==> src/sramPkg.sv <==
// ##########################################################
// Widths, vector types and the bank command struct
// shared by the banked SRAM tile
// ##########################################################

package sramPkg;

  // Memory word geometry
  localparam int unsigned DataWidth = 96;
  localparam int unsigned ByteWidth = 8;
  localparam int unsigned BeWidth   = DataWidth / ByteWidth; // 12 byte lanes

  // One block-RAM bank
  localparam int unsigned BankWidth     = 64;
  localparam int unsigned BankWords     = 64;
  localparam int unsigned BankAddrWidth = $clog2(BankWords);

  // Largest stack of banks a column may hold
  localparam int unsigned MaxBanks = 8;

  // Word address covers MaxBanks full banks
  localparam int unsigned AddrWidth = $clog2(MaxBanks * BankWords);

  typedef logic [DataWidth-1:0]         word_t;
  typedef logic [BeWidth-1:0]           be_t;
  typedef logic [AddrWidth-1:0]         addr_t;
  typedef logic [BankAddrWidth-1:0]     bankRow_t;
  typedef logic [$clog2(MaxBanks)-1:0]  bankSel_t;

  // Decoded request, broadcast to every column
  typedef struct packed {
    logic     rd;     // Read strobe
    logic     wr;     // Write strobe
    bankSel_t sel;    // Bank within the column
    bankRow_t row;    // Row within the bank
    be_t      be;     // Byte enables cleared unless writing
    word_t    wdata;  // Full write word
  } bankCmd_t;

endpackage

==> src/sramAddrDecode.sv <==
// ##########################################################
// Request decoder that splits the word address into bank
// select and row and forms the read and write strobes
// ##########################################################

`timescale 1ns/1ps

module sramAddrDecode #(
  parameter int unsigned NumWords = 256
) (
  input  logic              clk_i,
  input  logic              rst_ni,
  input  logic              req_i,
  input  logic              we_i,
  input  sramPkg::addr_t    addr_i,
  input  sramPkg::be_t      be_i,
  input  sramPkg::word_t    wdata_i,
  output sramPkg::bankCmd_t cmd_o
);

  import sramPkg::*;

  logic wrReq;
  logic rdReq;

  assign wrReq = req_i && we_i;
  assign rdReq = req_i && !we_i;

  always_comb begin
    cmd_o.rd    = rdReq;
    cmd_o.wr    = wrReq;
    cmd_o.sel   = addr_i[AddrWidth-1 -: $bits(bankSel_t)]; // Upper bits pick the bank
    cmd_o.row   = addr_i[BankAddrWidth-1:0];
    cmd_o.be    = wrReq ? be_i : '0;                       // No byte lanes on reads
    cmd_o.wdata = wdata_i;
  end

  // Anything at or above NumWords lands in a bank that does not exist
  addrInRange: assert property (
    @(posedge clk_i) disable iff (!rst_ni)
    req_i |-> (32'(addr_i) < NumWords)
  ) else $warning("Request address %0h not mapped (NumWords %0d)", addr_i, NumWords);

endmodule

==> config.mk <==
export PLATFORM = sky130hd
export DESIGN_NAME = sramAddrDecode
export DESIGN_NICKNAME = d
export VERILOG_FILES = /design/src/sramPkg.sv /design/src/sramAddrDecode.sv
export SDC_FILE = /design/constraint.sdc
export NUM_CORES = 1
export LEC_CHECK = 0
export ABC_AREA = 1
export BUFFER_PORTS_ARGS = -buffer_cell sky130_fd_sc_hd__buf_2
export CAP_MARGIN = 30
export CORE_AREA = 5 5 91 93
export DETAILED_ROUTE_END_ITERATION = 16
export DIE_AREA = 0 0 96 98
export GPL_ROUTABILITY_DRIVEN = 0
export GPL_TIMING_DRIVEN = 0
export PLACE_DENSITY_LB_ADDON = 0.12
export SLEW_MARGIN = 40
export SYNTH_ARGS = -nofsm -noshare
export SYNTH_HDL_FRONTEND = slang
export SYNTH_SLANG_ARGS = --single-unit
==> constraint.sdc <==
create_clock -name vclk -period 0.9
set_input_delay 0.135 -clock vclk [all_inputs]
set_output_delay 0.135 -clock vclk [all_outputs]
set_load 0.05 [all_outputs]
==> results.ini <==
[status]
status=finished clean

[critical_path]
path_class=primary input to output port
worst_setup_path_start_kind=primary input
crit_buf_inv=3
timing.critical_path.slowest_cell_delay_ns=0.20
cpLargestDelayFamily=buffers and inverters
list_of_cells_traversed_by_the_critical_path=buf_6, nand2_8, buf_8, nor2_2, buf_4
cp_slowest_cell=buf_4
worst_ep_required_time_ns=0.76
worst_ep_arrival_time_ns=0.72
worstPathMaxFanout=5
worstSetupEndpointType=output port

[yosys]
post_synth_inst_count=136
synth_top_cell_by_area=buf_4
mean_syn_cell_area_um2=6.98
synth.area.top_cells=buf_4 (85%), inv_1 (5.5%), nor2_2 (5.3%)
synth-seq-area-share_pct=0
netlist.area_leader.share_pct=84.6
yosysWarnings=0
mappedNetlistArea_um2=950
synth_cell_type_count=7
syn_nets=257

[timing]
period_share_pct=95.3
period_needed_ns=0.857
worst_pin_slew_ns=0.264
fmax_mhz=1170
report.final.slew_viol_count=0
timing.max_slew.rel_slack_pct=82.5
rsz0062_at_grt=no
final_setup_violation_count=0
finalHoldViolations=0

[placement]
post_placement_cell_count=371
placement.cell_area_um2=1740
port-buffer-count=133
hpwl_mm=3.49

[detailed_routing]
detailed_routing_iteration_count_for_the_pre_antenna_repair_pass=2
detailed_route_vias_per_instance=3.04
detail_route.wirelength_mm=3.70
overall_via_count_from_detail_route=1126
detail_route.iter0.violations=12
remaining_routing_drc_violations=0
post_route_antenna_net_violation_count=0
avgRoutedWirePerCell_um=9.98

[power_and_ir_drop]
internal_power_mw=0.555
comb_power_share_pct=100.0
seqPwrFrac_pct=0
leakage_nw=1.19
finalPower_mw=1.74
power_density_nw_per_um2=925
irDropWorstVdd_v=0.000384
switching_component_of_the_power_mw=1.18
pwr-share-clk_pct=0
netSwitchingFraction_pct=68.1

[hold_path]
worst_hold_path_type=primary input to output port

[layout]
seq_cell_count=0
instances_no_fill=371
insertedDiodeCount=0
final_core_utilization_pct=25.2
final_layout_size_suffix_gt1_share_pct=93.7
nClkBuffers=0
final-seq-area_um2=0
post-route-cell-area_um2=1880
layout.cells.most_common_list=buf_2 (121), buf_4 (108), inv_1 (13)
mostFrequentLayoutCell=buf_2
layout-area-overhead-vs-synth_pct=97.9
fin_nets=392

[cts]
cts_hold_repair.buffers=0

[global_route]
global_route_wire_length_before_repair_mm=4.78
gr-total-overflow=0
number_of_global_route_vias_before_repair=1069
initial_antenna_violation_count=0
maximum_number_of_pins_on_one_net_before_global_route_repair=6
gr-usage-all-layers_pct=6.05

[floorplan]
start_util_pct=12.8
floorplan.die.width_um=96
row_count=32
pin_count=240
core_area_um2=7450
dieArea_um2=9410
overall_die_height_um=98

[run]
maxCapViolCount=0

-- layout make-up --
cell class / instances / area [µm²]
multi-input cells: 14 / 116
repair buffers: 134 / 772
fillers: 834 / 5570
plain buffers: 107 / 811
well taps: 102 / 128
inverters: 14 / 52.6
-- metal layers --
metal	vias up	GRT usage, %	routed length [µm]
met1	456	5.23	876
met4	0	0	0
met2	118	14.2	2220
li1	552	-	-
met3	0	0.693	608
met5	-	0	0
-- synthesized netlist by cell type (all sizes together) --
master	number
nor2	13
buf	108
inv	14
nand2	1
-- logic make-up after synthesis --
kind of cell / synth area share, %
buffers and inverters: 91.3
and+or+nand+nor: 8.70
-- power by group through the flow --
stage,clock network (mW),logic [mW],registers (mW)
2_1_floorplan,0,1.40,0
3_5_place_dp,0,1.68,0
6_report,0,1.74,0
4_1_cts,0,1.74,0
3_3_place_gp,0,1.69,0
5_1_grt,0,1.81,0
-- path summary, 6_finish.rpt --
| check | startpoint | end | slack (ns) | cells after the start |
|---|---|---|---|---|
| worst max-delay path | req_i | cmd_o[105] | 0.04 | 5 |
| worst min-delay path | addr_i[1] | cmd_o[109] | 0.57 | 2 |
-- repair_timing --
item | in CTS | in global routing
endpoints found under the setup margin | 10 | 11
setup buffers | 0 | 0
cloned | 1 | 0
resized for setup | 23 | 11
pin swaps | 0 | 2
-- through the flow --
stage	setup slack [ns]	TNS [ns]	hold slack (ns)
5_1_grt	0.0159	0	0.575
6_report	0.0427	0	0.572
3_5_place_dp	-0.144	-0.718	0.573
3_3_place_gp	-0.135	-0.660	0.573
2_1_floorplan	-0.0818	-0.246	0.424
4_1_cts	-0.0928	-0.483	0.573
Power figures use the tool's default switching activity.
